--- src/design/rv_byte_seq_pkg.sv ---
package rv_byte_seq_pkg;

  // sequencer phase driven out as cpu_state
  typedef enum logic [1:0] {
    PH_IDLE  = 2'd0,                  // run low or just out of reset
    PH_FETCH = 2'd1,                  // four instruction bytes
    PH_EXEC  = 2'd2                   // per-class execute stages
  } phase_e;

  // next address choice for the address register
  typedef enum logic [1:0] {
    AD_INIT = 2'd0,                   // start address
    AD_INC  = 2'd1,                   // next byte
    AD_PC   = 2'd2,                   // rf_pc_in from the register file
    AD_HOLD = 2'd3                    // keep current address
  } ad_sel_e;

  typedef logic [1:0] lane_t;         // byte lane where 0 is bits 7:0
  typedef logic [2:0] stg_t;          // fetch and execute stage counter

  // per-cycle control from the FSM to the datapath
  typedef struct packed {
    ad_sel_e ad_sel;                  // next address source
    logic    instr_we;                // capture rd into instr
    lane_t   instr_lane;              // instr byte to write
    logic    rmem_we;                 // capture rd into rmem
    lane_t   rmem_lane;               // rmem byte to write
    logic    rmem_clr;                // zero rmem before a load
    logic    we;                      // memory write strobe
    lane_t   wd_lane;                 // temp byte driven on wd
  } seq_ctrl_t;

  // instruction word filled bytewise and decoded by fields
  typedef struct packed {
    logic [16:0] upper;               // rs1, rs2 and imm bits
    logic [2:0]  funct3;              // access width and sign
    logic [4:0]  dest;                // rd index not used by the sequencer
    logic [6:0]  opcode;              // major opcode
  } instr_fields_t;

  typedef union packed {
    logic [3:0][7:0] bytes;           // gatherer view
    instr_fields_t   fields;          // decoder view
  } instr_word_u;

  // opcodes handled by the sequencer
  localparam logic [6:0] OP_JALR   = 7'b1100111;
  localparam logic [6:0] OP_BRANCH = 7'b1100011;
  localparam logic [6:0] OP_LOAD   = 7'b0000011;
  localparam logic [6:0] OP_STORE  = 7'b0100011;
  localparam logic [6:0] OP_CEDE   = 7'b0000000; // core yields while this sits in exec

  // load and store widths
  localparam logic [2:0] F3_B  = 3'b000;
  localparam logic [2:0] F3_H  = 3'b001;
  localparam logic [2:0] F3_W  = 3'b010;
  localparam logic [2:0] F3_BU = 3'b100;
  localparam logic [2:0] F3_HU = 3'b101;

endpackage

--- src/design/seq_ctrl.sv ---
`timescale 1ns/10ps

module seq_ctrl import rv_byte_seq_pkg::*; (
  input  logic        clk,
  input  logic        rmem_rst,
  input  logic        run,
  input  instr_word_u instr,
  output seq_ctrl_t   ctrl,
  output phase_e      cpu_state,
  output stg_t        instr_stg,
  output logic        cede
);

  phase_e phase;                      // current phase
  phase_e phase_n;
  stg_t   fetch_stg;                  // 0 to 4 in fetch
  stg_t   fetch_stg_n;
  stg_t   exec_stg;                   // stage within execute
  stg_t   exec_stg_n;

  logic       op_ld;                  // listed load width
  logic       op_st;                  // listed store width
  logic       op_cede;                // all-zero opcode
  logic       ld_wait;                // wait stage before the first byte
  logic [2:0] xfer_n;                 // bytes moved, 1 2 or 4
  stg_t       exec_last;              // final execute stage

  // opcode and funct3 decode into length and width
  always_comb begin
    op_ld     = 1'b0;
    op_st     = 1'b0;
    op_cede   = 1'b0;
    ld_wait   = 1'b0;
    xfer_n    = 3'd1;
    exec_last = 3'd0;                 // unknown ops take one cycle
    case (instr.fields.opcode)
      OP_JALR: begin
        exec_last = 3'd2;             // 3 cycles
      end
      OP_BRANCH: begin
        exec_last = 3'd1;             // flags then new pc
      end
      OP_LOAD: begin
        case (instr.fields.funct3)
          F3_B: begin
            op_ld     = 1'b1;
            exec_last = 3'd5;         // extra stage kept for the sign extend slot
          end
          F3_BU: begin
            op_ld     = 1'b1;
            exec_last = 3'd4;
          end
          F3_H: begin
            op_ld     = 1'b1;
            ld_wait   = 1'b1;
            xfer_n    = 3'd2;
            exec_last = 3'd6;         // also keeps the sign extend slot
          end
          F3_HU: begin
            op_ld     = 1'b1;
            ld_wait   = 1'b1;
            xfer_n    = 3'd2;
            exec_last = 3'd5;
          end
          F3_W: begin
            op_ld     = 1'b1;
            ld_wait   = 1'b1;
            xfer_n    = 3'd4;
            exec_last = 3'd7;
          end
          default: exec_last = 3'd0;  // unlisted width, one cycle
        endcase
      end
      OP_STORE: begin
        case (instr.fields.funct3)
          F3_B: begin
            op_st     = 1'b1;
            exec_last = 3'd2;
          end
          F3_H: begin
            op_st     = 1'b1;
            xfer_n    = 3'd2;
            exec_last = 3'd3;
          end
          F3_W: begin
            op_st     = 1'b1;
            xfer_n    = 3'd4;
            exec_last = 3'd5;
          end
          default: exec_last = 3'd0;
        endcase
      end
      OP_CEDE: begin
        op_cede = 1'b1;               // parks in execute
      end
      default: exec_last = 3'd0;
    endcase
  end

  // next state and per-stage control
  always_comb begin
    phase_n     = phase;
    fetch_stg_n = fetch_stg;
    exec_stg_n  = exec_stg;
    ctrl        = '0;
    ctrl.ad_sel = AD_HOLD;            // address holds unless told otherwise
    cede        = 1'b0;
    if (!run) begin
      phase_n     = PH_IDLE;          // ad holds while stopped
      fetch_stg_n = '0;
      exec_stg_n  = '0;
    end else begin
      case (phase)
        PH_IDLE: begin
          phase_n     = PH_FETCH;
          ctrl.ad_sel = AD_INIT;      // fetch starts at the init address
        end
        PH_FETCH: begin
          fetch_stg_n = stg_t'(fetch_stg + 3'd1);
          if (fetch_stg != 3'd0) begin
            ctrl.instr_we   = 1'b1;   // rd lags ad by one cycle
            ctrl.instr_lane = lane_t'(fetch_stg - 3'd1);
          end
          if (fetch_stg == 3'd4) begin
            fetch_stg_n = '0;         // last byte, hold ad
            phase_n     = PH_EXEC;
          end else begin
            ctrl.ad_sel = AD_INC;
          end
        end
        PH_EXEC: begin
          if (op_cede) begin
            cede = 1'b1;              // stays here until run drops
          end else begin
            exec_stg_n = stg_t'(exec_stg + 3'd1);
            if (op_ld) begin
              if (exec_stg == 3'd0) begin
                ctrl.rmem_clr = 1'b1; // narrow loads come out zero filled
                ctrl.ad_sel   = AD_PC;
              end
              if (exec_stg == 3'd2 && ld_wait) begin
                ctrl.ad_sel = AD_INC; // step while first byte is in flight
              end
              if (exec_stg >= 3'd3 && (exec_stg - 3'd3) < xfer_n) begin
                ctrl.rmem_we   = 1'b1;
                ctrl.rmem_lane = lane_t'(exec_stg - 3'd3);
                if ((exec_stg - 3'd1) < xfer_n) begin
                  ctrl.ad_sel = AD_INC; // word only, two bytes still to ask for
                end
              end
            end
            if (op_st) begin
              if (exec_stg == 3'd1) begin
                ctrl.ad_sel = AD_PC;  // store address
              end
              if (exec_stg >= 3'd2) begin
                ctrl.we      = 1'b1;
                ctrl.wd_lane = lane_t'(exec_stg - 3'd2);
                ctrl.ad_sel  = AD_INC;
              end
            end
            if (exec_stg == exec_last) begin
              ctrl.ad_sel = AD_PC;    // redirect to next pc
              exec_stg_n  = '0;
              phase_n     = PH_FETCH;
            end
          end
        end
        default: begin
          phase_n = PH_IDLE;          // unused encoding
        end
      endcase
    end
  end

  always_ff @(posedge clk) begin
    if (rmem_rst) begin
      phase     <= PH_IDLE;
      fetch_stg <= '0;
      exec_stg  <= '0;
    end else begin
      phase     <= phase_n;
      fetch_stg <= fetch_stg_n;
      exec_stg  <= exec_stg_n;
    end
  end

  assign cpu_state = phase;
  assign instr_stg = exec_stg;        // fetch stage stays internal

endmodule

--- src/design/mem_port.sv ---
`timescale 1ns/10ps

module mem_port import rv_byte_seq_pkg::*; #(
  parameter int              MABL      = 19,
  parameter logic [MABL-1:0] INIT_ADDR = '0
) (
  input  logic            clk,
  input  logic            rmem_rst,
  input  seq_ctrl_t       ctrl,
  input  logic [31:0]     rf_pc_in,
  input  logic [31:0]     temp,
  output logic [MABL-1:0] ad,
  output logic            we,
  output logic [7:0]      wd
);

  logic [MABL-1:0] ad_n;              // next address

  // four-way next address
  always_comb begin
    case (ctrl.ad_sel)
      AD_INIT: ad_n = INIT_ADDR;
      AD_INC:  ad_n = ad + 1'b1;      // byte step
      AD_PC:   ad_n = rf_pc_in[MABL-1:0]; // pc or load/store address
      default: ad_n = ad;             // hold
    endcase
  end

  always_ff @(posedge clk) begin
    if (rmem_rst) begin
      ad <= INIT_ADDR;
    end else begin
      ad <= ad_n;
    end
  end

  // store byte of temp for the current lane
  always_comb begin
    case (ctrl.wd_lane)
      2'd0:    wd = temp[7:0];
      2'd1:    wd = temp[15:8];
      2'd2:    wd = temp[23:16];
      default: wd = temp[31:24];
    endcase
  end

  assign we = ctrl.we;                // write lands at current ad

endmodule

--- src/design/byte_gather.sv ---
`timescale 1ns/10ps

module byte_gather import rv_byte_seq_pkg::*; (
  input  logic        clk,
  input  logic        rmem_rst,
  input  seq_ctrl_t   ctrl,
  input  logic [7:0]  rd,
  output instr_word_u instr,
  output logic [31:0] rmem
);

  logic [3:0][7:0] ld_q;              // load data, one lane per byte

  // instruction word, lane by lane during fetch
  always_ff @(posedge clk) begin
    if (rmem_rst) begin
      instr <= '0;
    end else if (ctrl.instr_we) begin
      instr.bytes[ctrl.instr_lane] <= rd; // little endian fill
    end
  end

  // load data
  always_ff @(posedge clk) begin
    if (rmem_rst) begin
      ld_q <= '0;
    end else if (ctrl.rmem_clr) begin
      ld_q <= '0;                     // upper lanes stay zero for lb and lh
    end else if (ctrl.rmem_we) begin
      ld_q[ctrl.rmem_lane] <= rd;
    end
  end

  assign rmem = ld_q;                 // sign extension happens in the register file

endmodule

--- src/design/rv_byte_seq.sv ---
`timescale 1ns/10ps

module rv_byte_seq import rv_byte_seq_pkg::*; #(
  parameter int              MABL      = 19,
  parameter logic [MABL-1:0] INIT_ADDR = '0
) (
  input  logic            clk,
  input  logic            rmem_rst,
  input  logic            run,
  input  logic [31:0]     rf_pc_in,   // next pc, or load/store address
  input  logic [31:0]     temp,       // store source
  input  logic [7:0]      rd,
  output logic [MABL-1:0] ad,
  output logic            we,
  output logic [7:0]      wd,
  output logic [31:0]     instr,
  output logic [31:0]     rmem,
  output logic            cede,
  output phase_e          cpu_state,
  output stg_t            instr_stg
);

  seq_ctrl_t   ctrl;                  // FSM to datapath
  instr_word_u instr_w;               // fetched word back to the decoder

  seq_ctrl u_seq_ctrl (
    .clk       (clk),
    .rmem_rst  (rmem_rst),
    .run       (run),
    .instr     (instr_w),
    .ctrl      (ctrl),
    .cpu_state (cpu_state),
    .instr_stg (instr_stg),
    .cede      (cede)
  );

  mem_port #(
    .MABL      (MABL),
    .INIT_ADDR (INIT_ADDR)
  ) u_mem_port (
    .clk      (clk),
    .rmem_rst (rmem_rst),
    .ctrl     (ctrl),
    .rf_pc_in (rf_pc_in),
    .temp     (temp),
    .ad       (ad),
    .we       (we),
    .wd       (wd)
  );

  byte_gather u_byte_gather (
    .clk      (clk),
    .rmem_rst (rmem_rst),
    .ctrl     (ctrl),
    .rd       (rd),
    .instr    (instr_w),
    .rmem     (rmem)
  );

  assign instr = instr_w;             // flat 32 bits for the core

endmodule

--- config.mk ---
export PLATFORM = sky130hd
export DESIGN_NAME = rv_byte_seq
export DESIGN_NICKNAME = d
export VERILOG_FILES = /design/src/design/rv_byte_seq_pkg.sv /design/src/design/seq_ctrl.sv /design/src/design/mem_port.sv /design/src/design/byte_gather.sv /design/src/design/rv_byte_seq.sv
export SDC_FILE = /design/constraint.sdc
export NUM_CORES = 1
export LEC_CHECK = 0
export BUFFER_PORTS_ARGS = -buffer_cell sky130_fd_sc_hd__buf_2
export CORE_ASPECT_RATIO = 1.75
export CORE_MARGIN = 5
export CORE_UTILIZATION = 46
export CTS_CLUSTER_SIZE = 8
export DETAILED_ROUTE_END_ITERATION = 6
export PLACE_DENSITY = 0.83
export SYNTH_ARGS = -nofsm -noshare
export SYNTH_HDL_FRONTEND = slang
export SYNTH_HIERARCHICAL = 1
export SYNTH_SLANG_ARGS = --single-unit
--- constraint.sdc ---
create_clock -name clk -period 11.66 [get_ports clk]
set_input_delay 0.583 -clock clk [delete_from_list [all_inputs] [get_ports clk]]
set_output_delay 0.583 -clock clk [all_outputs]
set_load 0.05 [all_outputs]
### Word level (Yosys, flattened, before mapping)

Index checks and enable logic that the tools add are counted.

| operators by class | value |
|---|---|
| add/subtract/negate cells | 7 |
| magnitude comparators | 8 |
| equal/unequal tests | 21 |
| muxes and demuxes | 52 |
| bitwise logic cells | 2 |
| reduce and logical (&&, ||, !) cells | 21 |

Operator list:

| cell | count |
|---|---|
| 32-bit bitwise mux | 2 |
| 19-bit case mux with 3 select lines | 1 |
| 8-bit demux with 2-bit select | 2 |
| 2-bit two-way mux | 13 |
| 3-bit case mux with 4 select lines | 2 |
| 8-bit case mux with 3 select lines | 1 |
| 3-bit two-way mux | 7 |
| 19-bit by 1-bit adder with 19-bit output, second input constant | 1 |
| 3-bit case mux with 2 select lines | 3 |
| 8-bit two-way mux | 2 |
| 7-bit equality test, second input constant | 2 |
| 7-bit two-way mux | 2 |
| 1-bit two-way mux | 12 |
| 12-bit two-way mux | 1 |
| 2-bit case mux with 3 select lines | 2 |
| 3-bit equality test, second input constant | 3 |
| 3-bit case mux with 3 select lines | 1 |
| 2-bit OR reduction | 4 |
| 7-bit by 2-bit equality test with 1-bit output, second input constant | 1 |
| 7-bit by 6-bit equality test with 1-bit output, second input constant | 1 |
| 7-bit logical NOT | 1 |
| 3-bit by 1-bit adder with 3-bit output, second input constant | 2 |
| 2-bit by 1-bit equality test with 1-bit output, second input constant | 3 |
| 2-bit equality test, second input constant | 3 |
| 23 further kinds | 39 |

| word-level totals | value |
|---|---|
| bits in registers | 91 |
| output and inout port bits | 98 |
| word-level logic and storage cells | 120 |

### Longest topological paths before layout

| logic depth | value |
|---|---|
| depth in word-level cells | 21 |
| mapped depth | 18 |

### Modules after synthesis

Netlist, hierarchy kept.

Modules (own cells, without submodules):

| module | instances | cells each | area an instance (um^2) |
|---|---|---|---|
| byte_gather | 1 | 235 | 2667.6 |
| mem_port | 1 | 162 | 1413.9 |
| seq_ctrl | 1 | 161 | 1206.2 |

### Least setup slack after synthesis

Ideal clock, no wire load.

| path | value |
|---|---|
| path type | flip-flop to flip-flop |
| from | register u_byte_gather/instr[6] (netlist name) |
| to | register u_mem_port.ad[12] |
| setup time | 74 ps |
| data arrival time | 4157 ps |
| required time | 11586 ps |
| slack | 7429 ps |
| cell stages (with the launch flop) | 17 |
| buffers on the path | 1 |
| cell sequence | dfxtp_1 buf_6 or4_4 nor2_4 nand2_1 ha_1 a21o_1 a2111oi_0 nand3_1 a41o_1 a21oi_1 inv_1 ha_1 nor2_2 nand2_1 or3_1 a31oi_1 |

RTL lines:

| element | line | source |
|---|---|---|
| start, declared | byte_gather.sv:8 | `output instr_word_u instr,` |
| end signal, assigned | mem_port.sv:33 | `ad <= ad_n;` |
| end, declared | mem_port.sv:12 | `output logic [MABL-1:0] ad,` |

==> impl_metrics.py <==
metrics = {
    "grt": {
        "grt_max_degree": 102,
        "grt_pass1_vias": 4984,
        "grt-ovfl-total": 0,
        "antenna_found_initial": 0,
        "grt_pass1_wl_mm": 24.7,
        "gr-usage-all-layers_pct": 21.4,
    },
    "logic_synthesis": {
        "synth_edf_count": 0,
        "synthCells": 558,
        "synth.distinct_cells": 71,
        "synth-async-reset-ratio_pct": 0,
        "yosys_most_used_dff": "dfxtp_1",
        "syn_area_sq_mm": 0.00529,
        "synth_fp_nets": 649,
        "synth_area_leaders": "dfxtp_1 34%, mux2i_1 12%, nand2b_1 5.9%",
        "syn_area_per_cell_sq_um": 9.48,
        "ys_warn_count": 6,
        "synth_top_area_cell": "dfxtp_1",
        "synth-seq-cells": 91,
        "yosys.area.top_type_share_pct": 34.5,
        "synth-seq-area-share_pct": 34.5,
    },
    "worst_setup_path": {
        "r2r_cells": 14,
        "arrival_ns": 5.38,
        "r2r_slack_ns": 6.48,
        "crit_path_start_kind": "flip-flop",
        "cp.required_ns": 11.86,
        "crit_type": "flip-flop to flip-flop",
        "cp_max_fo": 22,
        "cp-end-kind": "flip-flop",
        "worst_r2r_endpoint": "u_mem_port/ad[6]",
        "reg2reg_from": "u_byte_gather/instr[6]",
        "crit_end": "u_mem_port/ad[6]",
        "crit_start": "u_byte_gather/instr[6]",
    },
    "cells_and_area": {
        "antenna_cells": 0,
        "area_growth_pct": 21.3,
        "multi_input_area_sq_mm": 0.00325,
        "n_fill_cell": 1000,
        "nNetsFinal": 788,
        "seq_area_sq_mm": 0.00182,
        "drive_above_1_share_pct": 33.9,
        "final_area_sq_mm": 0.00642,
        "post-route-util_pct": 57.1,
    },
    "floorplanning": {
        "die_h_microns": 152,
        "ios": 173,
        "dieArea_sq_mm": 0.0138,
        "dieWidth_microns": 91.0,
        "start_util_pct": 47.1,
        "rows": 51,
        "coreArea_sq_mm": 0.0112,
    },
    "power_and_ir_drop": {
        "p_sw_uw": 180,
        "p_sw_share_pct": 26.2,
        "power.clock.fraction_pct": 45.0,
        "p_int_uw": 507,
        "p_seq_share_pct": 46.0,
        "powerDensity_mw_per_mm2": 107,
        "p_leak_nw": 3.01,
        "total_power_uw": 687,
        "combPwrFrac_pct": 9.0,
        "ir_worst_vdd_mv": 0.105,
    },
    "sta": {
        "timing.setup.tns_ns": 0,
        "final-setup-viol-count": 0,
        "worst_slew_pin_slew_ns": 1.07,
        "fmax_ghz": 0.193,
        "rsz0062_at_grt": "false",
        "fin_crit_sh_pct": 44.4,
        "clock_skew_ns": 0.00939,
        "fin_crit_ns": 5.18,
        "final-hold-violation-count": 0,
        "slew_viol_final": 0,
        "maxSlewHeadroom_pct": 28.2,
    },
    "routing": {
        "drc": 0,
        "drt_wl_total_mm": 15.4,
        "ant_nets": 0,
        "routed_via_density": 5.90,
        "drt-initial-drc-count": 250,
        "num_vias": 4918,
        "routedWlPerCell_microns": 18.5,
        "firstDrtPassIters": 5,
    },
    "hold_path": {
        "hp-class": "flip-flop to flip-flop",
    },
    "run": {
        "max-cap-violations": 0,
    },
    "clocking": {
        "cts-resized-gates": 0,
        "cts_tree": "yes",
        "cts_buffer_depth": 2,
        "cts_setup_buffers": 0,
        "clock-sinks": 91,
        "worstSkewPairLatency_ns": 0.35,
        "htreeDepth": 3,
        "clk_root_buffer_cell": "clkbuf_16",
        "cts.hold.buffers_added": 0,
        "cts_buffers": 9,
        "path_clk_slew_ns": 0.08,
    },
    "place": {
        "dp_hpwl_mm": 11.6,
        "routabilityCongestion": 0.916,
        "dpl-instance-area_sq_mm": 0.00610,
        "port-buffer-count": 159,
    },
    "run_status": {
        "status": "finished clean",
    },
}
-- cells by family after synthesis --
logic type,count (synthesis),synth area share [%]
AOI/OAI and AO/OA,85,11.5
xor gates and xnor gates,8,1.68
adders and majority gates,16,3.79
buffers and inverters,46,4.19
DFF,91,34.5
muxes,74,15.9
and+or+nand+nor,238,28.5
-- power by group through the flow --
stage               logic (mW)  clock network (mW)  registers (mW)
finish                  0.0619               0.309           0.316
global route            0.0659               0.328           0.316
CTS                     0.0616               0.315           0.316
detailed placement      0.0614                   0           0.323
global placement        0.0598                   0           0.323
floorplan               0.0338                   0           0.329
-- worst max-delay path, stage by stage, from the launching register on --
cell	delay, ns
dfxtp_1	0.44
or4_4	0.63
nor2_4	0.19
nand2_1	0.12
ha_1	0.35
a21o_1	0.19
a2111oi_0	0.61
nand3_1	0.15
a41o_1	0.26
a21oi_1	0.26
ha_1	0.74
nor2_2	0.21
and2_1	0.40
a222oi_1	0.39
nor2_1	0.06
-- stage by stage --
step           worst slack [ns]  instances  hold slack [ns]
6_report                   6.48        834            0.476
5_1_grt                    6.13        834            0.491
4_1_cts                    6.57        834            0.483
3_5_place_dp               6.74        818            0.467
3_3_place_gp               6.88        818            0.462
2_1_floorplan              7.43        558            0.453
-- Yosys cell counts, types with 5 or more instances --
master    count
o21ai_0      13
ha_1         16
clkbuf_1     17
or3b_2       32
a32oi_1       5
nand2_1      28
a222oi_1      5
mux4_2        8
nor3_1       17
a21oi_1      20
mux2i_1      65
and2_1        6
dfxtp_1      91
nand3_1      17
nand4_1       7
buf_2         5
a31oi_1       6
a22oi_1       7
nor2_1       29
inv_1        12
or3b_1       10
nand2b_1     50
-- how the worst min path moves through the flow --
| stage | slack (ns) | depth (start not counted) | to | startpoint |
|---|---|---|---|---|
| finish | 0.48 | 2 | u_byte_gather/instr[8] | u_byte_gather/instr[8] |
| detailed placement | 0.47 | 2 | u_byte_gather/instr[19] | u_byte_gather/instr[19] |
| global placement | 0.46 | 2 | u_byte_gather/instr[22] | u_byte_gather/instr[22] |
| floorplan | 0.45 | 2 | u_seq_ctrl/fetch_stg[1] | u_seq_ctrl/fetch_stg[1] |
| CTS | 0.48 | 2 | u_byte_gather/instr[8] | u_byte_gather/instr[8] |
| global route | 0.49 | 2 | u_byte_gather/instr[19] | u_byte_gather/instr[19] |
-- flip-flops by register name, indices dropped and copies added, names as in the netlist --
name / flops
u_byte_gather/instr: 32
u_byte_gather/rmem: 32
u_mem_port/ad: 19
u_seq_ctrl/fetch_stg: 3
u_seq_ctrl/instr_stg: 3
u_seq_ctrl/cpu_state: 2
-- metal layers --
layer / wire length (microns) / global-route usage, %
met5: 0 / 0
met4: 522 / 9.58
met3: 1170 / 5.53
met2: 8030 / 38.6
met1: 5680 / 22.8
-- final cells by class --
type                    instances  share of cell area [%]
clock buffers                   9                    3.51
clock inverters                 7                    1.42
inverters                      12                   0.702
multi-input cells             421                    50.6
flip-flops and latches         91                    28.4
well taps                     132                    2.57
repair buffers                162                    12.8
-- cell usage in the layout, fill, tap and decap left out, types with 3 or more instances in the layout --
cell type and n:
or3b_1 10, nor2_2 3, a22oi_1 7, buf_4 3, a21oi_1 20, a2111oi_0 3, nor2_1 29, dfxtp_1 91
o21ai_0 13, inv_1 12, a31oi_1 6, nor4_1 4, inv_6 3, xor2_1 3, a21o_1 4, a222oi_1 5
a32oi_1 5, nor3_1 16, ha_1 16, or3b_2 32, nor3b_1 3, mux2i_1 65, clkbuf_16 9, and2_1 6
nand2b_1 50, nand3_1 17, xnor2_1 4, buf_2 159, nand4_1 7, nand2_1 28, mux4_2 8, nand3b_1 4
nor2b_1 4, and3_1 4
Power figures use the tool's default switching activity.
